$ cat config.mk
export PLATFORM = sky130hd
export DESIGN_NAME = gfx_regs
export DESIGN_NICKNAME = d
export VERILOG_FILES = /design/src/verilog/gfx_bus_pkg.sv /design/src/verilog/gfx_pixel_pkg.sv /design/src/verilog/gfx_regs.sv
export VERILOG_INCLUDE_DIRS = /design/src /design/src/verilog
export SDC_FILE = /design/constraint.sdc
export NUM_CORES = 1
export LEC_CHECK = 0
export ABC_AREA = 1
export BUFFER_PORTS_ARGS = -buffer_cell sky130_fd_sc_hd__buf_2
export CORE_MARGIN = 1.5
export CORE_UTILIZATION = 47
export DETAILED_ROUTE_END_ITERATION = 12
export PLACE_DENSITY = 0.91
export SYNTH_ARGS = -nofsm -noshare
export SYNTH_HDL_FRONTEND = slang
export SYNTH_SLANG_ARGS = --single-unit
$ cat constraint.sdc
create_clock -name CLK -period 1.6 [get_ports CLK]
set_input_delay 0.32 -clock CLK [delete_from_list [all_inputs] [get_ports CLK]]
set_output_delay 0.32 -clock CLK [all_outputs]
set_load 0.005 [all_outputs]
$ cat src/verilog/gfx_defs.svh
`ifndef GFX_DEFS_SVH
`define GFX_DEFS_SVH
`default_nettype none

// Default 640x480 timing, pixels per line
`define GFX_H_ACTIVE 640
`define GFX_H_FRONT 16
`define GFX_H_SYNC 96
`define GFX_H_BACK 48

// Default vertical timing, lines per frame
`define GFX_V_ACTIVE 480
`define GFX_V_FRONT 10
`define GFX_V_SYNC 2
`define GFX_V_BACK 33

`define GFX_ADDR_BITS 12 // CPU register address
`define GFX_DATA_BITS 16 // CPU and memory word
`define GFX_MEM_ADDR_BITS 16 // Memory word address
`define GFX_MEM_CREDITS 4 // Outstanding memory reads
`define GFX_COUNT_BITS 10 // Raster counter width

`default_nettype wire
`endif

$ cat src/verilog/gfx_bus_pkg.sv
`include "gfx_defs.svh"
`default_nettype none

package gfx_bus_pkg;

	localparam logic [`GFX_ADDR_BITS-1:0] REG_PALETTE_BASE = 12'hE00; // 16 entries
	localparam logic [`GFX_ADDR_BITS-1:0] REG_LAYER_CTRL = 12'hD00;
	localparam logic [`GFX_ADDR_BITS-1:0] REG_BG_COLOR = 12'hD01;
	localparam logic [`GFX_ADDR_BITS-1:0] REG_FRAME_COUNT = 12'hF00; // Read only
	localparam logic [`GFX_ADDR_BITS-1:0] REG_LINE = 12'hF01; // Read only

	localparam int LAYER_BASE_BITS = `GFX_DATA_BITS - 2;

	typedef struct packed {
		logic [3:0] unused;
		logic [3:0] red;
		logic [3:0] green;
		logic [3:0] blue;
	} wdata_color_t;

	typedef struct packed {
		logic enable;
		logic unused;
		logic [LAYER_BASE_BITS-1:0] base; // Image base word address
	} wdata_ctrl_t;

	// Same CPU word, seen as a colour or as the layer control
	typedef union packed {
		wdata_color_t color;
		wdata_ctrl_t ctrl;
	} gfx_wdata_u;

endpackage

`default_nettype wire

$ cat src/verilog/gfx_pixel_pkg.sv
`default_nettype none

package gfx_pixel_pkg;

	localparam int PAL_ENTRIES = 16;

	// 4:4:4 colour as it leaves the chip
	typedef struct packed {
		logic [3:0] red;
		logic [3:0] green;
		logic [3:0] blue;
	} rgb_t;

	typedef logic [$clog2(PAL_ENTRIES)-1:0] color_index_t; // Zero means background

endpackage

`default_nettype wire

$ cat src/verilog/gfx_regs.sv
`timescale 1ns/10ps
`include "gfx_defs.svh"
`default_nettype none

module gfx_regs
	import gfx_bus_pkg::*, gfx_pixel_pkg::*;
(
	input logic CLK,
	input logic reset,
	input logic wr,
	input logic [`GFX_ADDR_BITS-1:0] address,
	input gfx_wdata_u data_in,
	input logic frame_start,
	input logic [`GFX_COUNT_BITS-1:0] v_count,
	output logic [`GFX_DATA_BITS-1:0] data_out,
	output logic pal_we,
	output color_index_t pal_index,
	output rgb_t pal_color,
	output rgb_t bg_color,
	output logic layer_enable,
	output logic [LAYER_BASE_BITS-1:0] layer_base
);

	logic [`GFX_ADDR_BITS-1:0] addr_q; // Read address, one cycle back
	logic [5:0] frame_count;
	logic pal_hit;
	rgb_t wr_color;

	assign pal_hit = address[`GFX_ADDR_BITS-1:4] == REG_PALETTE_BASE[`GFX_ADDR_BITS-1:4];

	// Colour view of the write word
	assign wr_color = '{red: data_in.color.red, green: data_in.color.green,
		blue: data_in.color.blue};

	// Palette RAM lives in the pixel stage
	assign pal_we = wr && pal_hit;
	assign pal_index = address[3:0];
	assign pal_color = wr_color;

	always_ff @(posedge CLK)
	begin
		if (reset)
		begin
			layer_enable <= 1'b0;
			layer_base <= '0;
			bg_color <= '0;
			frame_count <= '0;
			addr_q <= '0;
		end
		else
		begin
			if (wr && address == REG_LAYER_CTRL)
			begin
				layer_enable <= data_in.ctrl.enable; // Control view
				layer_base <= data_in.ctrl.base;
			end
			if (wr && address == REG_BG_COLOR)
				bg_color <= wr_color;
			if (frame_start)
				frame_count <= frame_count + 1'b1; // Wraps at 64
			addr_q <= address;
		end
	end

	// Read-back mux on the registered address
	always_comb
	begin
		case (addr_q)
			REG_FRAME_COUNT:
				data_out = `GFX_DATA_BITS'(frame_count);
			REG_LINE:
				data_out = `GFX_DATA_BITS'(v_count);
			default:
				data_out = '0; // Unmapped
		endcase
	end

endmodule

`default_nettype wire

==> flow_metrics.py <==
metrics = {
    "logic_synthesis": {
        "ys.warnings.count": 0,
        "synthArstFlopShare_pct": 0,
        "synth_adder_area_share_pct": 0.5637,
        "synth.area.top_cells": "dfxtp_1, nor2_1, nand3_1, buf_4, nand2_1",
        "synth_simple_gate_area_share_pct": 39.74,
        "syn-cell-area_um2": 2220,
        "ys_seq_area_share_pct": 40.59,
        "synth_commonest_cells": "nor2_1, dfxtp_1, nand2_1, nand3_1, inv_1",
        "ys_ff_latch": 45,
        "syn_avg_cell_area_um2": 7.160,
        "synth_ff_type": "dfxtp_1",
        "synth.largest_area_cell": "dfxtp_1",
        "synth_cell_types": 27,
        "netlist.area_leader.share_pct": 40.59,
        "synth_xor_area_share_pct": 0,
        "synth_compound_area_share_pct": 1.578,
        "synthCells": 310,
        "muxShareOfSynthArea_pct": 0,
        "synth_top_family_by_area": "simple AND/OR/NAND/NOR gates",
        "synth.most_common_cell": "nor2_1",
        "synth_edf_count": 0,
    },
    "job": {
        "drv_cap": 0,
    },
    "route": {
        "drtIter0Drc": 82,
        "wl_per_cell_um": 11.03,
        "dr.pass1.iters": 8,
        "drc_errors": 0,
        "post_drt_via_cell_ratio": 4.591,
        "num_vias": 2020,
        "ant_nets": 0,
        "wirelength_mm": 4.854,
    },
    "finish": {
        "area_growth_pct": 21.65,
        "n_fill_cell": 421,
        "fin_nets": 430,
        "drive_above_1_share_pct": 33.51,
        "antennaDiodeCount": 0,
    },
    "sta": {
        "finalSetupTns_ns": -1.375,
        "rsz0062_at_grt": "true",
        "worstMarginPinSlew_ns": 0.5052,
        "final_hold_viol_count": 0,
        "max_freq_mhz": 567.4,
        "finalCritPeriodShare_pct": 110.2,
        "drv_slew": 0,
        "slew_headroom_pct": 66.27,
        "fin_skew_ns": 0.002240,
        "setup_viol_count_final": 10,
        "min_period_ns": 1.762,
        "fin_ws_ns": -0.1625,
    },
    "setup_path": {
        "path_max_fanout": 7,
        "critical_path.slowest_cell": "dfxtp_1",
        "crit_cells": 6,
        "max_stage_delay_ns": 0.30,
        "crit_path_end_kind": "output port",
        "path_buf_inv": 2,
        "r2r_cells": 7,
        "arrival_ns": 1.44,
        "cp-start-kind": "flop",
        "path_cells": "or2_4, nor3b_4, buf_6, nand2_4, nor2_2, buf_2",
        "critPathKind": "reg -> out",
        "path_delay_family": "simple AND/OR/NAND/NOR gates",
        "required_ns": 1.28,
    },
    "worst_hold_path": {
        "holdPathStages": 3,
        "min_path_type": "in -> reg",
    },
    "clock_tree": {
        "h-tree-depth": 2,
        "clk_latency_ns": 0.28,
        "cts.sinks": 45,
        "hold_buffers": 0,
        "clk_pin_slew_ns": 0.08,
        "cts-root-buf": "clkbuf_8",
        "cts_max_path_buffers": 2,
        "cts_tree": "done",
        "cts_buffers": 5,
    },
    "power_and_ir_drop": {
        "p_seq_share_pct": 51.6,
        "power.leakage_nw": 1.485,
        "p_comb_share_pct": 9.4,
        "p_int_mw": 1.738,
        "clkPwrFrac_pct": 39.0,
        "peakVddDrop_mv": 0.6854,
        "p_switching_uw": 497.1,
        "power.density_nw_per_um2": 827.9,
        "switching_share_pct": 22.24,
    },
    "place": {
        "pre_cts_ws_ns": 0.06610,
        "gp_congestion": 0.7624,
        "io_buffer_count": 94,
        "hpwlAfterDp_mm": 3.748,
    },
    "floorplanning": {
        "fp.dieW_um": 71.72,
        "ios": 102,
        "core.rowCount": 24,
        "die_y_um": 71.72,
        "core_um2": 4444,
        "die_area_um2": 5144,
        "initial_core_util_pct": 49.94,
    },
    "outcome": {
        "outcome": "complete, but fails checks",
        "violations": "setup timing",
    },
    "global_routing": {
        "grt_remaining_overflow": 0,
        "grt_max_degree": 33,
        "first_global_vias": 1835,
        "grt_usage_pct": 19.44,
        "antenna_found_initial": 0,
        "grt_pass1_wl_mm": 7.997,
    },
}
==> layout by cell type, fill, tap and decap left out, types with 2 or more instances in the layout <==
master / n
a21oi_1: 4
dfxtp_1: 45
nand4_1: 2
nor2_4: 5
conb_1: 6
clkbuf_8: 6
nand2_1: 43
nor3_1: 2
nand3_1: 42
nor2_2: 7
nand2_4: 2
inv_1: 33
buf_6: 2
nand2_2: 2
o21ai_0: 2
nor2_1: 76
buf_2: 94
inv_2: 4
==> worst min-delay path, cell delays in order <==
cell and delay (ns):
buf_2 0.10, inv_1 0.04, nor2_1 0.03
==> registers in the layout, indices dropped and copies added, names as in the netlist <==
name,cells
layer_enable,1
addr_q,12
frame_count,6
bg_color,12
layer_base,14
==> stage by stage <==
stage	hold WS (ns)	power [mW]	area [um^2]	utilization [%]	instances
3_3_place_gp	0.4579	1.377	2562	57.66	431
5_1_grt	0.2551	2.330	2700	60.75	440
2_1_floorplan	0.3912	1.323	2238	-	315
3_5_place_dp	0.4706	1.386	2562	57.66	431
6_report	0.2501	2.236	2700	60.75	440
4_1_cts	0.2440	2.253	2696	60.67	440
==> layout make-up <==
class | instances | area, um^2 | share of cell area (%)
multi-input combinational | 200 | 958.4 | 35.50
sequential | 45 | 900.9 | 33.36
timing repair buffer | 98 | 520.5 | 19.28
inverter | 37 | 138.9 | 5.144
clock buffer | 7 | 86.33 | 3.197
tap | 52 | 65.06 | 2.410
clock inverter | 1 | 30.03 | 1.112
==> routing by layer <==
| metal | up-vias | wire, um | global-route usage (%) |
|---|---|---|---|
| met1 | 899 | 2081 | 22.18 |
| met4 | 0 | 63 | 5.451 |
| met2 | 44 | 2548 | 36.42 |
| met3 | 4 | 161 | 3.938 |
| li1 | 1073 | - | - |
| met5 | - | 0 | 0 |
==> cell families (layout without fill, tap and decap cells) <==
family | count (synthesis) | count (layout)
adder cells (fa/ha/maj) | 1 | 1
flip-flops | 45 | 45
AND/OR/NAND/NOR | 186 | 186
AO/OA/AOI/OAI | 7 | 7
other | 1 | 6
buffers and inverters | 70 | 143
==> power groups by stage <==
stage	clock, mW	sequential, mW	combinational [mW]
floorplan	0	1.18	0.148
global placement	0	1.18	0.200
detailed placement	0	1.18	0.207
CTS	0.888	1.15	0.212
global route	0.934	1.16	0.240
finish	0.871	1.15	0.211
==> what timing repair did <==
item,CTS,global route
setup buffers,1,0
gates resized for setup,2,1
pin swaps,1,2
endpoints found under the setup margin,10,10
==> path summary, 6_finish.rpt <==
kind                               startpoint                           to  slack [ns]
setup / recovery         addr_q[3]$_SDFF_PP0_                  data_out[8]       -0.16
hold reg to reg      bg_color[3]$_SDFFE_PP0P_     bg_color[3]$_SDFFE_PP0P_        0.49
setup reg to reg  frame_count[0]$_SDFFE_PP0P_  frame_count[5]$_SDFFE_PP0P_        0.51
hold / removal                     address[7]         addr_q[7]$_SDFF_PP0_        0.25
Power figures use the tool's default switching activity.
