`config.mk`:
```
export PLATFORM = sky130hd
export DESIGN_NAME = pixel_out
export DESIGN_NICKNAME = d
export VERILOG_FILES = /design/src/verilog/gfx_pixel_pkg.sv /design/src/verilog/pixel_out.sv
export SDC_FILE = /design/constraint.sdc
export NUM_CORES = 1
export LEC_CHECK = 0
export BUFFER_PORTS_ARGS = -buffer_cell sky130_fd_sc_hd__buf_2
export CORE_MARGIN = 2
export CORE_UTILIZATION = 35
export CTS_BUF_LIST = sky130_fd_sc_hd__clkbuf_8
export DETAILED_ROUTE_END_ITERATION = 10
export PLACE_DENSITY_LB_ADDON = 0.08
export SLEW_MARGIN = 20
export SYNTH_ARGS = -nofsm -noshare
export SYNTH_HDL_FRONTEND = slang
export SYNTH_SLANG_ARGS = --single-unit
```
`constraint.sdc`:
```
create_clock -name CLK -period 2 [get_ports CLK]
set_input_delay 0.4 -clock CLK [delete_from_list [all_inputs] [get_ports CLK]]
set_output_delay 0.4 -clock CLK [all_outputs]
set_load 0.01 [all_outputs]
```
`src/verilog/gfx_pixel_pkg.sv`:
```
`default_nettype none

package gfx_pixel_pkg;

	localparam int PAL_ENTRIES = 16;

	// 4:4:4 colour as it leaves the chip
	typedef struct packed {
		logic [3:0] red;
		logic [3:0] green;
		logic [3:0] blue;
	} rgb_t;

	typedef logic [$clog2(PAL_ENTRIES)-1:0] color_index_t; // Zero means background

endpackage

`default_nettype wire

```
`src/verilog/pixel_out.sv`:
```
`timescale 1ns/10ps
`default_nettype none

module pixel_out
	import gfx_pixel_pkg::*;
(
	input logic CLK,
	input logic reset,
	input color_index_t pix_index,
	input logic pal_we,
	input color_index_t pal_index,
	input rgb_t pal_color,
	input rgb_t bg_color,
	input logic de,
	input logic hsync,
	input logic vsync,
	output logic [3:0] RR,
	output logic [3:0] GG,
	output logic [3:0] BB,
	output logic HS,
	output logic VS,
	output logic DE
);

	rgb_t palette [PAL_ENTRIES];
	rgb_t pal_q; // Registered palette read
	logic zero_q; // Index was 0 at lookup
	logic [1:0] de_d;
	logic [1:0] hs_d;
	logic [1:0] vs_d;
	rgb_t color;

	always_ff @(posedge CLK)
	begin
		if (pal_we)
			palette[pal_index] <= pal_color;
		pal_q <= palette[pix_index];
		zero_q <= pix_index == '0;
	end

	// Sync and enable follow the two-stage colour path
	always_ff @(posedge CLK)
	begin
		if (reset)
		begin
			de_d <= 2'b00;
			hs_d <= 2'b11;
			vs_d <= 2'b11;
		end
		else
		begin
			de_d <= {de_d[0], de};
			hs_d <= {hs_d[0], hsync};
			vs_d <= {vs_d[0], vsync};
		end
	end

	assign color = zero_q ? bg_color : pal_q; // Background fallback

	assign DE = de_d[1];
	assign HS = hs_d[1];
	assign VS = vs_d[1];

	// Blank outside the display area
	assign RR = DE ? color.red : 4'h0;
	assign GG = DE ? color.green : 4'h0;
	assign BB = DE ? color.blue : 4'h0;

endmodule

`default_nettype wire

```
==> results of run 1 <==
[layout by cell type (no fill, tap or decap), drive strengths merged, types with 4 or more instances in the layout]
cell    instances
edfxtp        192
buf            94
a22oi           4
a32oi           4
nor2           15
nor3            4
o211ai          8
nand2           9
a21oi           8
dfxtp          19
or2             4
mux4           36
o21ai           4
a221oi          8
nor2b          16
clkbuf         37
clkinv         11
nand3           9
inv            17
mux2i          40
[sequential cells by signal (all words and copies together) (netlist names)]
name and count:
de_d 2, hs_d 2, zero_q 1, pal_q 12, vs_d 2, palette 192
[final cells by class]
| cell class | instances | area (um^2) | area share (%) |
|---|---|---|---|
| Sequential cell | 211 | 6150 | 64.2 |
| Multi-Input combinational cell | 176 | 1830 | 19.1 |
| Timing Repair Buffer | 94 | 623 | 6.50 |
| Clock buffer | 37 | 509 | 5.32 |
| Tap cell | 285 | 357 | 3.72 |
| Clock inverter | 27 | 104 | 1.08 |
| Inverter | 1 | 3.75 | 0.0392 |
| Antenna cell | 1 | 2.50 | 0.0261 |
[worst reg2reg max path: stages, from the launching register on]
cell and delay [ns]:
edfxtp_1 0.36, mux4_2 0.48, a21oi_1 0.16, o211ai_1 0.09
buf_4 0.14
[synth_stat cells (6+ instances only)]
library cell / count / area (um^2)
nand2_1: 9 / 33.8
mux4_2: 33 / 743
dfxtp_1: 19 / 380
nor2_1: 15 / 56.3
a221oi_1: 7 / 61.3
edfxtp_1: 192 / 5770
a21oi_1: 8 / 40.0
mux2i_1: 40 / 400
nor2b_1: 16 / 100
o211ai_1: 8 / 60.1
buf_2: 6 / 30.0
nand3_1: 9 / 45.0
[metrics by stage]
| step | total power, uW | hold slack (ns) |
|---|---|---|
| floorplan | 5350 | 0.389 |
| global placement | 5590 | 0.398 |
| detailed placement | 5600 | 0.396 |
| CTS | 8950 | 0.0602 |
| global route | 9210 | 0.0590 |
| finish | 8810 | 0.0961 |
[worst max path at each step]
stage	from	end	cells after the start
global route	zero_q	GG[3]	4
global placement	pix_index[0]	pal_q[4]	6
detailed placement	pix_index[0]	pal_q[0]	5
CTS	zero_q	GG[2]	4
floorplan	pal_index[2]	palette[8][0]	2
finish	zero_q	GG[3]	4
[power by group]
group	switching (uW)	internal [uW]	total, uW
logic	299	231	530
registers	39.5	4930	4970
clock network	1610	1710	3320
[logic make-up (layout without fill, tap and decap cells)]
family	after synthesis	count (layout)	synth area share, %
flip-flops	211	211	75.8
buffers and inverters	22	159	1.88
other	0	1	0
AND/OR/NAND/NOR	64	64	4.06
AO/OA/AOI/OAI	36	36	3.22
multiplexers	76	76	15.1
[routing by layer]
metal | vias to the layer above | wire (um) | GRT usage [%]
li1 | 1894 | - | -
met1 | 2151 | 8930 | 22.8
met2 | 116 | 8560 | 24.8
met3 | 32 | 979 | 3.79
met4 | 0 | 341 | 4.54
met5 | - | 0 | 0
[what timing repair did]
item                                    in CTS  in global routing
resized for setup                            1                  2
pin swaps                                    0                  0
endpoints found under the setup margin      10                 10
==> impl_results.md, run 1 <==
* WL final at between 15000 and 20000 um
* Seq/Total Area, Yosys at 75.8%
* Slew @ Worst Pin at 0.588 ns
* CTS Buf Count at 37
* Final Critical Period at ~1.8 ns
* Worst r2r src: palette[15][11]
* Final core area utilization at between 40 and 50%
* Clk buf depth at 3
* Net Count, Synth at between 400 and 500
* CP Data Arrival Time at ~1.5 ns
* WS Path Type: flop to output port
* Pwr Density at 920 nW/um^2
* Synthesized area at ~8100 um^2
* Hold path startpoint: hsync
* Router iterations before antenna repair at 4
* Vias per inst at slightly above 5
* Final Hold Vio Count at 0
* Setup-failing EPs final at 0
* Die footprint at roughly 24000 um^2
* FMAX at approximately 0.54 GHz
* Detailed placement HPWL at 12200 um
* Non-filler cells, final at around 830
* CP max-delay cell: dfxtp_2
* Yosys cell types at 31
* Global route overflow at 0
* Post-route setup slack at 0.151 ns
* Skew final at a little over 0.01 ns
* Mapped Avg Cell Area at 19.8 um^2
* Peak per-stage delay on the critical path at 0.37 ns
* Hold Path Cell Cnt at 2
* Share of post-route cells with drive strength above 1 at about a third
* DR WL/cell at 22.6 um
* Worst skew pair latency at roughly 0.5 ns
* P&R area growth vs syn at 18.1%
* Hold Buf Count CTS at 0
* RSZ-0062 raised after global routing: no
* Maxcap violations at 0
* Placement Setup Slack at about 0.2 ns
* Die Y at 156 um
* Crit share post-route at a little over 90%
* Worst setup EP type: output port
* Number of H-tree levels at 2
* Worst hold path type: primary input to flop
* Largest net degree at the start of global routing at 23
* R2R Path End: pal_q[11]
* Global Route Usage Sum at around 16%
* CP required at about 1.6 ns
* Status: complete, no violations
* Ys flop type: edfxtp_1
* Layout Nets at 559
* Worst reg-to-reg path cell count at 4
* Post-CTS setup buffers at 0
* Internal reg-to-reg setup slack at 0.68 ns
* Placer congestion estimate at around 0.73
* Dpl cell area at around 9000 um^2
* CTS tree: built
* # rows at 55
* Delay-heaviest family, CP: flip-flops
* Pleak at ~0.0033 uW
* Starting Density at a little over a third
* Design Area, Final at 9580 um^2
* Global-route wire length before repair at between 20000 and 30000 um
* CP Buf/Inv Count at 2
* Placed Cells at between 700 and 800
* Post-synth EDFFs at 192
* Seq cells post-synth at ~210
* CP Launch Type: flop
* VDD IR max at just under 0.4 mV
* Core area at approximately 23000 um^2
* Die width at roughly 160 um
* Worst-path fanout max at 10
* Post-Route Setup TNS at 0 ns
* Cells after Synth at 409
* Drt drc at 0
* Vias at around 4200
* Post-route ant nets at 0
* Fin. max-slew vios at 0
* Clock-pin slew on the worst setup and hold paths at roughly 0.06 ns
* Yosys warning count at 0
* CTS sink count at approximately 210
* Vias in the first global route at around 4400
* 1st-iter DRT viols at between 200 and 250
* Port buffer count at 52
* Slew headroom at 60.8%
* Worst Hold End: hs_d[0]
* Initial antenna violation count at 1
* Crit path cell chain: buf_8 -> mux2i_1 -> nor2b_1 -> buf_2
* FILL cells at 2068
* Post-synth ARST share at 0%
* I/O pins at 53
* CTS root buf: clkbuf_8
(Power assumes the default switching activity.)
==> run 2: changes to the inputs <==
REMOVE_ABC_BUFFERS = 1   (was unset)
==> run 2 against run 1 <==
  * Maximum frequency down 1.2%
  * Clock skew up 0.0053 ns
  * Combinational power up 2%
  * Core utilization up 0.39 points
  * Via count down 0.33%
  * Final cell count unchanged
  * Sequential cell count unchanged
  * Die area unchanged
  * First-iteration DRC count up 17%
  * Sequential power about the same
==> impl_results.md, run 2 (same netlist as run 1, synthesis figures left out) <==
* CP Data Arrival Time at 1.47 ns (was 1.45 ns)
* Max reg flops at 192 (unchanged)
* Global route overflow at 0 (unchanged)
* Clock-pin slew on the worst setup and hold paths at 0.06 ns (about the same)
* Post-CTS setup buffers at 0 (unchanged)
* Combinational share of power at 6.0% (about the same)
* Core area at 22700 um^2 (unchanged)
* Crit share post-route at 93.6% (was 92.4%)
* CP Launch Type: flop (unchanged)
* CP max-delay cell: dfxtp_1 (was dfxtp_2)
* Peak per-stage delay on the critical path at 0.36 ns (was 0.37 ns)
* Worst setup endpoint: BB[0] (was GG[3])
* Top reg by flops: palette (unchanged)
* VDD IR max at 0.439 mV (was 0.389 mV)
* Fin. max-slew vios at 0 (unchanged)
* Initial antenna violation count at 0 (was 1)
* Slew headroom at 71.1% (was 60.8%)
* Detailed placement HPWL at 11800 um (was 12200 um)
* Vias per inst at 5.02 (was 5.04)
* Status: complete, no violations (unchanged)
* Crit path cell chain: buf_4 -> mux2i_1 -> nor2b_1 -> buf_2 (was buf_8 -> mux2i_1 -> nor2b_1 -> buf_2)
* Clk buf depth at 3 (unchanged)
* Global Route Usage Sum at 16.1% (was 16.0%)
* Layout Nets at 559 (unchanged)
* Worst reg-to-reg path cell count at 3 (was 4)
* Worst-path fanout max at 6 (was 10)
* Internal at 6990 uW (was 6870 uW)
* Vias at 4179 (was 4193)
* Die Y at 156 um (unchanged)
* Placement Setup Slack at 0.186 ns (was 0.199 ns)
* Placer congestion estimate at 0.732 (was 0.735)
* WL final at 19200 um (was 18800 um)
* P&R area growth vs syn at 19.2% (was 18.1%)
* CP required at 1.60 ns (about the same)
* CTS tree: built (unchanged)
* Drt drc at 0 (unchanged)
* Seq pwr share at 55.6% (was 56.4%)
* CTS sink count at 211 (unchanged)
* CTS Buf Count at 37 (unchanged)
* Commonest non-fill, non-tap cell in the layout: edfxtp_1 (unchanged)
* Share of post-route cells with drive strength above 1 at 32.7% (was 32.4%)
* # rows at 55 (unchanged)
* Post-route ant nets at 0 (unchanged)
* Starting Density at 35.7% (unchanged)
* Placed Cells at 767 (unchanged)
* WS Path Type: flop to output port (unchanged)
* Pwr Density at 922 nW/um^2 (was 920 nW/um^2)
* Skew final at 0.0154 ns (was 0.0101 ns)
* Die width at 156 um (unchanged)
* Port buffer count at 52 (unchanged)
* Worst setup EP type: output port (unchanged)
* Final Hold Vio Count at 0 (unchanged)
* Die footprint at 24400 um^2 (unchanged)
* DR WL/cell at 23.0 um (was 22.6 um)
* Setup crit start: zero_q (unchanged)
* Largest net degree at the start of global routing at 23 (unchanged)
* Global-route wire length before repair at 27600 um (was 28100 um)
* CTS root buf: clkbuf_8 (unchanged)
* R2R Path End: pal_q[11] (unchanged)
* Maxcap violations at 0 (unchanged)
* Switching share of total power at 21.6% (was 22.1%)
* Pleak at 0.00337 uW (was 0.00333 uW)
* Slew @ Worst Pin at 0.434 ns (was 0.588 ns)
* Final core area utilization at 42.6% (was 42.2%)
* 1st-iter DRT viols at 292 (was 249)
* Worst r2r src: palette[9][11] (was palette[15][11])
* Clk pwr share at 38.4% (was 37.6%)
* Number of antenna diodes at 0 (was 1)
* FMAX at 0.534 GHz (was 0.541 GHz)
* Hold path startpoint: vsync (was hsync)
* I/O pins at 53 (unchanged)
* Most frequent cells in the layout: 192 x edfxtp_1, 51 x buf_2, 40 x mux2i_1, 40 x clkbuf_8, 34 x buf_4 (was 192 x edfxtp_1, 51 x buf_2, 40 x mux2i_1, 39 x buf_4, 37 x clkbuf_8)
* Number of H-tree levels at 2 (unchanged)
* Worst skew pair latency at 0.51 ns (was 0.50 ns)
* Non-filler cells, final at 832 (unchanged)
* Setup-failing EPs final at 0 (unchanged)
* Final Critical Period at 1.87 ns (was 1.85 ns)
* RSZ-0062 raised after global routing: no (unchanged)
* Worst hold path type: primary input to flop (unchanged)
* Post-route setup slack at 0.128 ns (was 0.151 ns)
* Largest registers: palette (192), pal_q (12) (unchanged)
* Internal reg-to-reg setup slack at 0.68 ns (about the same)
* Vias in the first global route at 4300 (was 4440)
* P_sw at 1930 uW (was 1950 uW)
* Router iterations before antenna repair at 4 (unchanged)
==> run 2: cell count changes in the layout (fill, tap and decap cells not counted) <==
cell | before | now
inv_1 | 17 | 18
buf_6 | 0 | 1
buf_8 | 1 | 0
buf_4 | 39 | 34
diode_2 | 1 | 0
dfxtp_1 | 18 | 19
clkinv_1 | 9 | 6
dfxtp_2 | 1 | 0
clkbuf_8 | 37 | 40
buf_12 | 3 | 8
==> run 2: worst min path at each step <==
stage	to	slack (ns)	cells after the start
2_1_floorplan	hs_d[1]	0.39	1
3_3_place_gp	hs_d[1]	0.40	1
3_5_place_dp	hs_d[1]	0.42	1
4_1_cts	hs_d[0]	0.07	2
5_1_grt	vs_d[0]	0.07	2
6_report	vs_d[0]	0.1	2
==> run 2: power groups by stage <==
| stage | clock network [uW] | registers [uW] | logic (uW) |
|---|---|---|---|
| 6_report | 3430 | 4960 | 538 |
| 5_1_grt | 3730 | 4960 | 591 |
| 4_1_cts | 3550 | 4960 | 552 |
| 3_5_place_dp | 0 | 5050 | 549 |
| 3_3_place_gp | 0 | 5040 | 542 |
| 2_1_floorplan | 0 | 5040 | 237 |
==> run 2: layer usage <==
metal	part of all wire, %	global-route usage (%)
met1	43	20.3
met2	51	27.9
met3	3.7	3.05
met4	1.9	5.29
met5	0	0
==> run 2: critical path: cells and delay by family (launching register included) <==
family	cells	cell delay, ns
buffers and inverters	2	0.34
flip-flops	1	0.36
multiplexers	1	0.21
AND/OR/NAND/NOR	1	0.06
==> run 2: cell type report <==
cell class | instances | area [um^2]
well taps | 285 | 357
fillers | 2046 | 13000
multi-input cells | 176 | 1830
clock inverters | 25 | 96.3
repair buffers | 94 | 682
inverters | 1 | 3.75
flip-flops and latches | 211 | 6150
clock buffers | 40 | 551
==> run 2: stage by stage <==
stage | hold slack, ns | cell area, um^2 | setup TNS (ns) | power (uW)
CTS | 0.0703 | 9660 | 0 | 9050
global placement | 0.399 | 9020 | 0 | 5580
floorplan | 0.389 | 7960 | -2.09 | 5280
finish | 0.0990 | 9670 | 0 | 8920
global route | 0.0707 | 9670 | 0 | 9280
detailed placement | 0.418 | 9020 | 0 | 5590
==> run 2: repair_timing <==
action                                  4_1_cts  5_1_grt
hold buffers                                  0        0
gates resized for setup                       0        1
hold endpoints to repair                      0        0
endpoints found under the setup margin        0        1
