**src/verilog/gfx_defs.svh**
```systemverilog
`ifndef GFX_DEFS_SVH
`define GFX_DEFS_SVH
`default_nettype none

// Default 640x480 timing, pixels per line
`define GFX_H_ACTIVE 640
`define GFX_H_FRONT 16
`define GFX_H_SYNC 96
`define GFX_H_BACK 48

// Default vertical timing, lines per frame
`define GFX_V_ACTIVE 480
`define GFX_V_FRONT 10
`define GFX_V_SYNC 2
`define GFX_V_BACK 33

`define GFX_ADDR_BITS 12 // CPU register address
`define GFX_DATA_BITS 16 // CPU and memory word
`define GFX_MEM_ADDR_BITS 16 // Memory word address
`define GFX_MEM_CREDITS 4 // Outstanding memory reads
`define GFX_COUNT_BITS 10 // Raster counter width

`default_nettype wire
`endif

```
**src/verilog/video_timing.sv**
```systemverilog
`timescale 1ns/10ps
`include "gfx_defs.svh"
`default_nettype none

module video_timing #(
	parameter int H_ACTIVE = `GFX_H_ACTIVE,
	parameter int H_FRONT = `GFX_H_FRONT,
	parameter int H_SYNC = `GFX_H_SYNC,
	parameter int H_BACK = `GFX_H_BACK,
	parameter int V_ACTIVE = `GFX_V_ACTIVE,
	parameter int V_FRONT = `GFX_V_FRONT,
	parameter int V_SYNC = `GFX_V_SYNC,
	parameter int V_BACK = `GFX_V_BACK
) (
	input logic CLK,
	input logic reset,
	output logic [`GFX_COUNT_BITS-1:0] h_count,
	output logic [`GFX_COUNT_BITS-1:0] v_count,
	output logic de,
	output logic hsync,
	output logic vsync,
	output logic line_start,
	output logic frame_start
);

	localparam int H_TOTAL = H_ACTIVE + H_FRONT + H_SYNC + H_BACK;
	localparam int V_TOTAL = V_ACTIVE + V_FRONT + V_SYNC + V_BACK;
	localparam int HS_START = H_ACTIVE + H_FRONT;
	localparam int VS_START = V_ACTIVE + V_FRONT;

	logic [`GFX_COUNT_BITS-1:0] h_next;
	logic [`GFX_COUNT_BITS-1:0] v_next;

	always_comb
	begin
		h_next = h_count + 1'b1;
		v_next = v_count;
		if (h_count == `GFX_COUNT_BITS'(H_TOTAL - 1))
		begin
			h_next = '0;
			if (v_count == `GFX_COUNT_BITS'(V_TOTAL - 1))
				v_next = '0;
			else
				v_next = v_count + 1'b1;
		end
	end

	// Decode from the next count so outputs line up with the counters
	always_ff @(posedge CLK)
	begin
		if (reset)
		begin
			h_count <= '0;
			v_count <= '0;
			hsync <= 1'b1;
			vsync <= 1'b1;
			de <= 1'b1; // Counters rest on the first active pixel
			line_start <= 1'b0;
			frame_start <= 1'b0;
		end
		else
		begin
			h_count <= h_next;
			v_count <= v_next;
			hsync <= !(h_next >= HS_START && h_next < HS_START + H_SYNC); // Low active
			vsync <= !(v_next >= VS_START && v_next < VS_START + V_SYNC);
			de <= (h_next < H_ACTIVE) && (v_next < V_ACTIVE);
			line_start <= h_next == '0;
			frame_start <= (h_next == '0) && (v_next == '0);
		end
	end

endmodule

`default_nettype wire
```
**config.mk**
```make
export PLATFORM = sky130hd
export DESIGN_NAME = video_timing
export DESIGN_NICKNAME = d
export VERILOG_FILES = /design/src/verilog/video_timing.sv
export VERILOG_INCLUDE_DIRS = /design/src /design/src/verilog
export SDC_FILE = /design/constraint.sdc
export NUM_CORES = 1
export LEC_CHECK = 0
export BUFFER_PORTS_ARGS = -buffer_cell sky130_fd_sc_hd__clkbuf_2
export CORE_ASPECT_RATIO = 0.75
export CORE_MARGIN = 3
export CORE_UTILIZATION = 30
export CTS_CLUSTER_SIZE = 12
export DETAILED_ROUTE_END_ITERATION = 8
export HOLD_SLACK_MARGIN = 0.1
export PLACE_DENSITY_LB_ADDON = 0.25
export SETUP_SLACK_MARGIN = 0.5
export SYNTH_ARGS = -nofsm -noshare
export SYNTH_HDL_FRONTEND = slang
export SYNTH_SLANG_ARGS = --single-unit
```
**constraint.sdc**
```tcl
create_clock -name CLK -period 2.7 [get_ports CLK]
set_input_delay 0 -clock CLK [delete_from_list [all_inputs] [get_ports CLK]]
set_output_delay 0 -clock CLK [all_outputs]
set_load 0.05 [all_outputs]
```
==> flow_results.org, run 1 <==
** Status
- The flow ran to the end, and the final reports show no timing, DRC or antenna violations.

** Place
- Input/output buffers :: 26
- The congestion estimate from routability-driven global placement came to 0.830.
- Total instance count after detailed placement :: 257
- Final HPWL DP :: 2840 um

** Critical path
- Signal arrival time at the worst endpoint :: 2.27 ns
- Critical Path Sink Type :: flip-flop
- At the worst endpoint, the required time is 2.85 ns.
- Slowest cell delay on critical path :: 0.47 ns
- Critical path startpoint category :: flip-flop
- In this run the critical register-to-register path is launched from v_count[0].
- Category of the most critical setup path :: reg -> reg
- WP buf/inv :: 2
- Register-to-register setup slack :: 0.58 ns
- In this run the critical register-to-register path is captured at vsync.
- The signal on the critical path passes through inv_2 -> ha_4 -> or4b_4 -> nor4_4 -> buf_4 -> o21ai_2 -> a22oi_2 -> a21boi_2 -> nand4bb_1.
- Among all stages on the critical path, the largest delay is contributed by sky130_fd_sc_hd__or4b_4.
- For the worst flop-to-flop path, the logic depth is 9.
- Along the worst path, the maximum fanout reaches 6.
- Worst setup path startpoint :: v_count[0]
- Top cell family by delay on the critical path :: simple AND/OR/NAND/NOR gates

** Clock network
- TritonCTS clock tree :: done
- The longest clock path from root to sink contains 2 buffers.
- Sinks on Clock Net :: 25
- TritonCTS created 3 clock buffers.
- Clock-pin slew was measured on the worst setup and hold paths at 0.10 ns.
- CTS built an H-tree with a depth of 1.
- Clock latency at the later pin of the worst-skew pair :: 0.27 ns
- The tree is rooted in a sky130_fd_sc_hd__clkbuf_8.

** Cells and area
- The multi-input combinational cells in the finished layout cover a total of 1020 um2.
- The library cell used most frequently in the layout, excluding fill and tap cells, is sky130_fd_sc_hd__clkbuf_2.
- Excluding fillers, the count of instances in the completed layout stands at 279.
- Fill cells :: 475
- Nets@finish :: 228
- Area growth syn-to-layout :: 29.3%
- Area of all sequential standard cells :: 524 um2
- Of the cells placed in the final design, the portion with a size suffix greater than 1 is 37.8%.
- Top library cells by usage in the layout, fill and taps aside :: sky130_fd_sc_hd__clkbuf_2, sky130_fd_sc_hd__nor2_1, sky130_fd_sc_hd__buf_4, sky130_fd_sc_hd__dfxtp_1, sky130_fd_sc_hd__nand2_1
- Number of diodes added for antenna fixing :: 0

** STA
- Final setup violation count :: 0
- The worst path uses 78.4% of the clock period.
- Setup TNS :: 0 ns
- Minimum clock period :: 2.12 ns
- Post-Route Skew :: 0.0108 ns
- The number of hold-slack violations in the final timing report is 0.
- RSZ-0062 raised after global routing :: false
- The max-slew violation total from the final report is 0.
- At the pin with the least slew margin, the transition time is 0.490 ns.
- Slew margin rel. :: 67.3%
- Fmax :: 472 MHz

** Worst hold path
- For hold timing, the worst endpoint is v_count[2].
- Start point of the worst hold path :: reset
- The tightest min-delay check is of the in -> reg type.
- Along the worst hold path, the cell count comes to 2.

** Global route
- Global-route wire length before repair :: 6440 um
- The via count of the first global-routing pass came to 1,219.
- Global routing used 13.9% of the available tracks across all layers.
- The number of antenna violations at the first check in global routing came to 0.
- Total overflow reported by the global router :: 0
- Entering global routing, the biggest net connects 23 pins.

** Floorplan
- The floorplan step set the die width to 88.3 um.
- Floorplan die area :: 5980 um2
- Placement row count :: 21
- Floorplan core area :: 4680 um2
- Initial core utilization :: 32.6%
- Die Height :: 67.7 um
- Pin placement for this block handled 27 I/O pins.

** Logic synthesis
- Synth Area in Compound Gates :: 16.7%
- Count of warnings emitted by yosys :: 0
- Mapped cell area :: 1520 um2
- Multiplexer fraction of the synthesized cell area :: 1.31%
- Yosys mapped the design onto 49 distinct sky130hd cell types.
- Synthesized area per cell :: 8.19 um2
- Most common flop cell mapped by yosys :: sky130_fd_sc_hd__dfxtp_1
- The synthesized netlist devotes 31.6% of its cell area to simple gates.
- The number of nets handed over by synthesis was 191.
- Arithmetic-cell share of the synthesized area counting full adders, half adders and majority gates :: 2.47%
- Gate Count Post-Synth :: 186
- By area, the combinational part of the netlist is dominated by simple AND/OR/NAND/NOR gates.
- Of the synthesized area, sequential elements account for 32.9%.
- Flops & latches, synth :: 25
- Post-synthesis async set-or-reset flop share :: 0%
- Fraction of synthesized cell area in xor and xnor cells :: 8.63%
- In this run, synthesis inferred 0 flip-flops with an integrated enable.

** Detailed routing
- Using the TritonRoute via totals, the vias-per-cell ratio works out to 5.38.
- DRC viols :: 0
- Dividing the detail-routed wire length by the instance count gives 15.6 um.
- Total via count after detailed routing :: 1,500
- Number of iterations in the first detailed-routing pass :: 4
- Iter 0 DRT Violations :: 145
- The count of nets left with antenna violations once routing finished came out at 0.
- The final layout contains routed wiring with a total length of 4360 um.

** Power and ir drop
- Leakage dissipation :: 0.701 nW
- Maximum vdd drop :: 0.000211 V
- PwrDens :: 331 nW/um2

** Flow run
- The tool flagged a number of max-cap violations equal to 0.
## layer usage
| layer | global-route usage [%] | share of wire, % | vias up | wire, um |
|---|---|---|---|---|
| met5 | 0 | 0 | - | 0 |
| met1 | 23.0 | 52 | 707 | 2250 |
| met2 | 17.8 | 42 | 56 | 1840 |
| met3 | 2.56 | 6.1 | 0 | 264 |
| met4 | 2.83 | 0 | 0 | 0 |
| li1 | - | - | 737 | - |
## worst max path at each step
stage / depth (start not counted) / slack (ns) / end
2_1_floorplan: 8 / 0.42 / frame_start
3_3_place_gp: 7 / 0.39 / frame_start
3_5_place_dp: 7 / 0.37 / frame_start
4_1_cts: 8 / 0.50 / frame_start
5_1_grt: 9 / 0.46 / frame_start
6_report: 9 / 0.58 / vsync
## synth_stat cells, types with 2 or more instances
master                      instances  area share [%]
sky130_fd_sc_hd__or3_1              2            0.82
sky130_fd_sc_hd__nand4_1            4             1.6
sky130_fd_sc_hd__nor2b_1            4             1.6
sky130_fd_sc_hd__a211oi_1           4             2.0
sky130_fd_sc_hd__buf_2              6             2.0
sky130_fd_sc_hd__o21ai_0            8             2.6
sky130_fd_sc_hd__dfxtp_1           25              33
sky130_fd_sc_hd__xor2_1             5             2.9
sky130_fd_sc_hd__inv_1              5             1.2
sky130_fd_sc_hd__a21oi_1            5             1.6
sky130_fd_sc_hd__o31ai_1            2            0.99
sky130_fd_sc_hd__nor2_1            26             6.4
sky130_fd_sc_hd__ha_1               3             2.5
sky130_fd_sc_hd__nand3_1            7             2.3
sky130_fd_sc_hd__and3_1             4             1.6
sky130_fd_sc_hd__buf_6              2             1.5
sky130_fd_sc_hd__nand2_1           13             3.2
sky130_fd_sc_hd__nand3b_1           2            0.99
sky130_fd_sc_hd__clkbuf_1           5             1.2
sky130_fd_sc_hd__o2111ai_1          2             1.2
sky130_fd_sc_hd__nor3_1            10             3.3
sky130_fd_sc_hd__and4_1             3             1.7
sky130_fd_sc_hd__mux2i_1            2             1.3
sky130_fd_sc_hd__xnor2_1           10             5.8
sky130_fd_sc_hd__nand4b_1           3             1.7
## sequential cells by signal, summed over array words and instances (netlist names)
name,cells
line_start,1
v_count,10
frame_start,1
h_count,10
vsync,1
de,1
hsync,1
## final cells by class
type                    count  area share (%)
repair buffers             46            14.6
multi-input cells         142            51.7
flip-flops and latches     25            26.6
clock inverters             1           0.445
inverters                   5           0.953
well taps                  57            3.62
clock buffers               3            2.10
## cells by family after synthesis
family,count (synthesis)
XOR/XNOR,15
multiplexers,2
AO/OA/AOI/OAI,35
adder cells (fa/ha/maj),3
flip-flops,25
AND/OR/NAND/NOR,87
buffers and inverters,19
## metrics by stage
stage | total power [mW] | cell area (um2) | hold WS, ns | utilization [%] | setup WS [ns]
floorplan | 0.413 | 1540 | 0.0839 | - | 0.417
finish | 0.651 | 1970 | 0.232 | 42.1 | 0.582
global route | 0.679 | 1970 | 0.258 | 42.1 | 0.456
global placement | 0.421 | 1670 | 0.460 | 35.8 | 0.392
CTS | 0.662 | 1770 | 0.227 | 37.8 | 0.498
detailed placement | 0.421 | 1670 | 0.477 | 35.8 | 0.373
## power by group
| group | total [mW] | internal (mW) | switching, mW |
|---|---|---|---|
| registers | 0.378 | 0.371 | 0.00773 |
| logic | 0.0373 | 0.0113 | 0.0261 |
| clock network | 0.236 | 0.108 | 0.128 |
## repair_timing
action                     CTS  global route
hold buffers                 0             0
setup buffers                4            14
setup endpoints to repair    3             4
gates cloned                 0             0
gates resized for setup      4            24
pin swaps                    2            10
Note: power is estimated with default switching activity, not from simulation.
==> inputs of run 2 (changes only) <==
Clock period 2.7 ns to 1.83 ns, I/O delays scaled along.
==> run 2 against run 1 <==
Net effect: utilization grew 12 points; the flow now finishes with violations (negative setup slack); register-to-register slack lost 0.74 ns; largest cell class unchanged; wire length grew 17%; non-clock buffer count grew 39; highest routed layer is now met4; largest power group unchanged; clock power grew 39%; via count grew 12%; worst hold slack lost 0.096 ns.
==> flow_results.org, run 2 (synthesis results as in run 1) <==
** Clock network
- CTS built an H-tree with a depth of 1.
- TritonCTS clock tree :: done
- The cell sitting at the root of the clock tree is a sky130_fd_sc_hd__clkbuf_8.
- Number of buffers on the longest clock path :: 2
- Counting the buffers created by CTS gives 3.
- The tree built by TritonCTS fans out to 25 sinks.
- Buffers inserted to repair hold after CTS numbered 0.
- After clock tree synthesis, the clock-pin slew on the worst setup and hold paths is 0.09 ns.
- Clock latency at the later pin of the worst-skew pair :: 0.27 ns

** Global route
- Entering global routing, the biggest net connects 22 pins.
- Total overflow reported by the global router :: 0
- The number of antenna violations at the first check in global routing is 0.
- Via count of the first global-routing pass :: 1,585
- Total routing usage reported by global routing :: 17.8%
- Global-route wire length before repair :: 8140 um

** Floorplan
- The die covers 5980 um2.
- Die width :: 88.3 um
- The initialized floorplan defines 21 standard-cell rows.
- Initial core utilization :: 32.6%
- 27 I/O pins were placed.
- Measured along the y axis, the die boundary spans 67.7 um.
- Floorplan core area :: 4680 um2

** Cells and area
- The number of antenna diodes in the final layout is 0.
- Area used by multi-input combinational logic :: 1200 um2
- Top library cells by usage in the layout, fill and taps aside :: sky130_fd_sc_hd__buf_4, sky130_fd_sc_hd__clkbuf_2, sky130_fd_sc_hd__nor2_1, sky130_fd_sc_hd__dfxtp_4, sky130_fd_sc_hd__buf_6
- Relative to the synthesized area, the layout overhead comes to 65.2%.
- The filler cells instantiated in the layout total 425.
- Number of standard cells in the layout, taps in and fillers out :: 319
- Leading cell type in the layout, fill and taps excluded :: sky130_fd_sc_hd__buf_4
- Fraction of final layout cells with drive strength greater than 1 :: 60.7%
- Area of all sequential standard cells :: 556 um2
- The largest registers in the layout are h_count x10, v_count x10.
- After the last flow step, the layout net total stands at 268.

** STA
- Setup TNS :: -0.988 ns
- Max-slew violations :: 0
- The worst pin sits at a relative slew slack of 75.8%.
- The tightest hold path in the finished design has a slack of 0.136 ns.
- Part of the cycle the worst path needs :: 109%
- Once routing completed, OpenROAD measured the worst setup slack at -0.163 ns.
- The worst path in the final design needs a cycle of 1.99 ns, including I/O delays and setup.
- RSZ-0062 raised after global routing :: true
- The number of hold-slack violations in the final timing report is 0.
- Post-Route Skew :: 0.00279 ns
- Setup violations remaining at the end of the flow were counted as 11.
- Slew of the pin with the lowest slew margin :: 0.360 ns
- Fmax :: 502 MHz

** Power and ir drop
- Power spread over the standard cell area amounts to 377 nW/um2.
- Net switching is 24.3% of the power.
- Maximum vdd drop :: 0.000474 V
- Per report_power, the combinational group accounts for 8.4% of the total.
- Overall power consumption after layout is estimated at 0.948 mW.
- Psw :: 0.230 mW
- The internal portion of the total power is 0.717 mW.
- Clk network pwr share :: 34.7%
- Leakage dissipation :: 0.960 nW
- Of the total power, registers draw 56.9%.

** Place
- RD Place Congestion :: 0.850
- Total instance count after detailed placement :: 301
- Input/output buffers :: 26
- The HPWL after detailed placement is 3630 um.

** Status
- The run finished, with violations left.
- The final reports fail on negative setup slack.

** Critical path
- The critical path is of the reg -> reg type.
- Required time worst endpoint :: 2.00 ns
- STA classifies the critical path endpoint as a flip-flop.
- Crit-path max FO :: 6
- Critical path startpoint category :: flip-flop
- STA puts the critical path data arrival time at 2.16 ns.

** Detailed routing
- Once detail routing completed, the nets flagged for antenna violations numbered 0.
- In the routed layout, each cell is associated on average with a via count of 5.26.
- After detailed routing, the number of remaining DRC violations is 0.
- The first detailed-routing pass ran for 4 iterations.
- Wire length per cell after detailed routing :: 16.0 um
- Iter 0 DRT Violations :: 180
- Total via count after detailed routing :: 1,677
- Total wirelength of the detailed-routed design :: 5120 um

** Worst hold path
- Class of the most critical hold timing path :: in -> reg

** Flow run
- Max-cap violations in this run came to 0.
## run 2: final timing paths
kind	start	endpoint	slack, ns	depth (start not counted)
max	h_count[0]	de	-0.16	10
min	reset	hsync	0.14	3
max reg2reg	h_count[0]	de	-0.16	10
min reg2reg	h_count[0]	h_count[0]	0.57	2
## run 2: per-stage QoR
stage | utilization, % | setup slack [ns] | cell area (um2)
after global placement | 44.9 | -0.322 | 2100
after CTS | 49.7 | -0.134 | 2320
final | 53.8 | -0.163 | 2520
after global routing | 53.8 | -0.281 | 2520
after floorplan | - | -0.203 | 1660
after detailed placement | 44.9 | -0.323 | 2100
## run 2: final cells by class
class | count | share of cell area, %
multi-input cells | 143 | 47.8
repair buffers | 85 | 24.7
flip-flops and latches | 25 | 22.1
clock buffers | 4 | 1.79
inverters | 5 | 0.746
well taps | 57 | 2.83
## run 2: worst max-delay path, cell delays in order, from the launching register on
cell and delay, ns:
sky130_fd_sc_hd__dfxtp_4 0.36, sky130_fd_sc_hd__ha_4 0.13, sky130_fd_sc_hd__nand4_1 0.09, sky130_fd_sc_hd__buf_6 0.16
sky130_fd_sc_hd__buf_6 0.12, sky130_fd_sc_hd__nor3_4 0.26, sky130_fd_sc_hd__buf_4 0.17, sky130_fd_sc_hd__nand4b_1 0.09
sky130_fd_sc_hd__o211ai_1 0.12, sky130_fd_sc_hd__nand3b_1 0.15, sky130_fd_sc_hd__a31o_1 0.24
## run 2: metal layers
layer	wire (um)	track usage, %	vias up
met5	0	0	-
met4	45	2.83	0
met3	298	3.17	4
met2	2130	25.1	51
met1	2640	28.1	806
li1	-	-	816
## run 2: timing repair
item / CTS / global route
pin swaps: 7 / 15
gates resized for setup: 31 / 31
setup buffers: 4 / 9
cloned: 1 / 0
endpoints found under the hold margin: 0 / 0
endpoints found under the setup margin: 20 / 21
## run 2: power groups by stage
stage	Combinational, mW	Sequential, mW	Clock, mW
4_1_cts	0.0730	0.541	0.339
3_3_place_gp	0.0685	0.553	0
3_5_place_dp	0.0689	0.554	0
6_report	0.0793	0.539	0.329
5_1_grt	0.0856	0.540	0.369
2_1_floorplan	0.0223	0.576	0
==> inputs of run 3 (changes only) <==
Settings changed: CORE_ASPECT_RATIO 0.75 to unset, CTS_BUF_LIST set to sky130_fd_sc_hd__clkbuf_4 sky130_fd_sc_hd__clkbuf_8.
==> run 3 against run 2 <==
Net effect: the flow still finishes with violations (negative setup slack); count of clock-buffer cells in the layout is the same; die area fell by 0.15%; highest routed layer unchanged; first-iteration DRC count shrank 31%; clock skew shrank 0.00057 ns; cell count increased by 6.0%; wire length decreased by 2.6%; combinational power is 5.8% higher; sequential share of layout area decreased by 0.37 points; global-route usage fell by 1.4 points; largest power group unchanged; sequential power hardly changed; setup slack lost 0.020 ns.
==> flow_results.org, run 3 (synthesis results as in run 1) <==
** Critical path
- The number of buffers and inverters on the critical path is 2.
- Category of the most critical setup path :: reg -> reg
- Crit-path max FO :: 6
- Signal arrival time at the worst endpoint :: 2.24 ns
- Critical R2R Launch :: v_count[0]
- In this design, the stage delay of the slowest critical-path cell is 0.47 ns.
- The critical path starts at v_count[0].
- Top cell family by delay on the critical path :: simple AND/OR/NAND/NOR gates
- The worst setup path is launched from a flip-flop.
- Required time worst endpoint :: 2.06 ns
- Register-to-register setup slack :: -0.18 ns
- Cells along the critical path :: inv_2 -> ha_1 -> or4b_4 -> nor4_4 -> buf_4 -> o21ai_2 -> a22oi_2 -> a21boi_2 -> and4_1
- STA classifies the critical path endpoint as a flip-flop.
- The slowest stage of the critical path belongs to the cell sky130_fd_sc_hd__or4b_4.

** Cells and area
- Counting the fill cells in the layout gives 443.
- Area of all sequential standard cells :: 553 um2
- Fraction of final layout cells with drive strength greater than 1 :: 58.3%
- Top library cells by usage in the layout, fill and taps aside :: sky130_fd_sc_hd__buf_4, sky130_fd_sc_hd__clkbuf_2, sky130_fd_sc_hd__nor2_1
- The library cell used most frequently in the layout, excluding fill and tap cells, is sky130_fd_sc_hd__buf_4.
- Number of diodes added for antenna fixing :: 0
- Summing all multi-input logic gate instances after layout gives 1150 um2.
- In the final layout, the registers with the most flip-flops are h_count x10, v_count x10.
- Area growth syn-to-layout :: 67.3%
- Nets@finish :: 277
- The finished cells cover 2550 um2.
- Layout Utilization :: 52.9%

** Place
- Placement Setup Slack :: -0.345 ns
- Area post-placement :: 2140 um2
- Input/output buffers :: 26
- Detailed placement finished with a half-perimeter wire length of 3360 um.
- RD Place Congestion :: 0.904

** Global route
- The first global-routing pass estimated 7870 um of wire.
- Across every metal layer, demand over resource in global routing totals 16.4%.
- Maximum number of pins on one net before global-route repair :: 22
- Number of antenna violations at the first check in global routing :: 0
- After global routing the overflow that remains totals 0.
- Via count of the first global-routing pass :: 1,575

** Floorplan
- The floorplan step defined a core boundary enclosing 4820 um2.
- Die Height :: 77.2 um
- Placement row count :: 25
- For this configuration, the core starts out at a cell density of 31.6%.
- For this design the top-level I/O count stands at 27.
- The floorplan step defined a die boundary enclosing 5970 um2.
- The die is 77.2 um wide.

** Flow run
- Maxcap violations :: 0

** STA
- Setup violations remaining at the end of the flow were counted as 10.
- Timing would allow up to 497 MHz.
- Minimum clock period :: 2.01 ns
- The max-slew violation total from the final report was 0.
- Final setup margin :: -0.183 ns
- Final Hold Violating Endpoints :: 0
- Part of the cycle the worst path needs :: 110%
- RSZ-0062 raised after global routing :: true
- Hold timing on the final database bottoms out at a slack of 0.616 ns.
- Slew margin rel. :: 73.7%
- Slew of the pin with the lowest slew margin :: 0.389 ns
- Across the routed clock network, the largest skew measured is 0.00222 ns.

** Worst hold path
- The path class of the tightest hold or removal check is reg -> reg.
- The worst hold path begins at h_count[1].

** Detailed routing
- The first TritonRoute pass finished after 4 iterations.
- Using the TritonRoute via totals, the vias-per-cell ratio works out to 5.05.
- DRC viols :: 0
- The detailed router placed 1,707 vias in this run.
- Iter 0 DRT Violations :: 125
- In this run the remaining antenna-violating nets after routing total 0.
- Wire length per cell after detailed routing :: 14.7 um
- Total wirelength of the detailed-routed design :: 4980 um

** Status
- Failing checks :: negative setup slack
- Run status :: finished with violations

** Power and ir drop
- Leakage dissipation :: 1.00 nW
- PwrDens :: 388 nW/um2
- Maximum vdd drop :: 0.000236 V

** Clock network
- H-tree lvl count :: 1
- Sinks on Clock Net :: 25
- CTS placed an instance of sky130_fd_sc_hd__clkbuf_8 at the clock tree root.
- Clock-pin slew was measured on the worst setup and hold paths at 0.09 ns.
- Number of buffers on the longest clock path :: 2
- TritonCTS created 3 clock buffers.
- At the later pin of the worst-skew pair, clock insertion delay measures 0.28 ns.
- TritonCTS built the clock tree.
## run 3: path summary, 6_finish.rpt
path | to | cells after the start
setup / recovery | frame_start | 9
hold / removal | h_count[1] | 2
setup reg to reg | frame_start | 9
hold reg to reg | h_count[1] | 2
## run 3: per-stage QoR
step / power (mW) / setup TNS, ns / instances
2_1_floorplan: 0.598 / -0.572 / 186
3_3_place_gp: 0.623 / -0.607 / 315
3_5_place_dp: 0.624 / -1.05 / 315
4_1_cts: 0.997 / -0.503 / 332
5_1_grt: 1.02 / -1.83 / 338
6_report: 0.989 / -0.739 / 338
## run 3: tightest hold or removal path, stage by stage (launching register included)
cell and delay (ns):
sky130_fd_sc_hd__dfxtp_4 0.36, sky130_fd_sc_hd__ha_4 0.11, sky130_fd_sc_hd__nor2b_1 0.11
## run 3: layer usage
layer / global-route usage (%) / part of all wire [%]
met1: 22.4 / 45
met2: 25.8 / 47
met3: 2.35 / 6.9
met4: 6.41 / 1.3
met5: 0 / 0
## run 3: layout make-up
cell class                      count  area share [%]
Sequential cell                    25            21.7
Inverter                            5           0.737
Multi-Input combinational cell    143            45.3
Clock buffer                        4            1.92
Timing Repair Buffer               94            27.0
Tap cell                           67            3.29
## run 3: power by group
part / internal [mW] / switching [mW]
clock: 0.171 / 0.193
combinational: 0.0320 / 0.0519
sequential: 0.535 / 0.00499
total: 0.739 / 0.250
## run 3: what timing repair did
item / in CTS / in global routing
cloned: 1 / 0
hold endpoints to repair: 1 / 0
pin swaps: 14 / 6
resized for setup: 24 / 23
endpoints found under the setup margin: 20 / 21
setup buffers: 11 / 6
hold buffers: 1 / 0
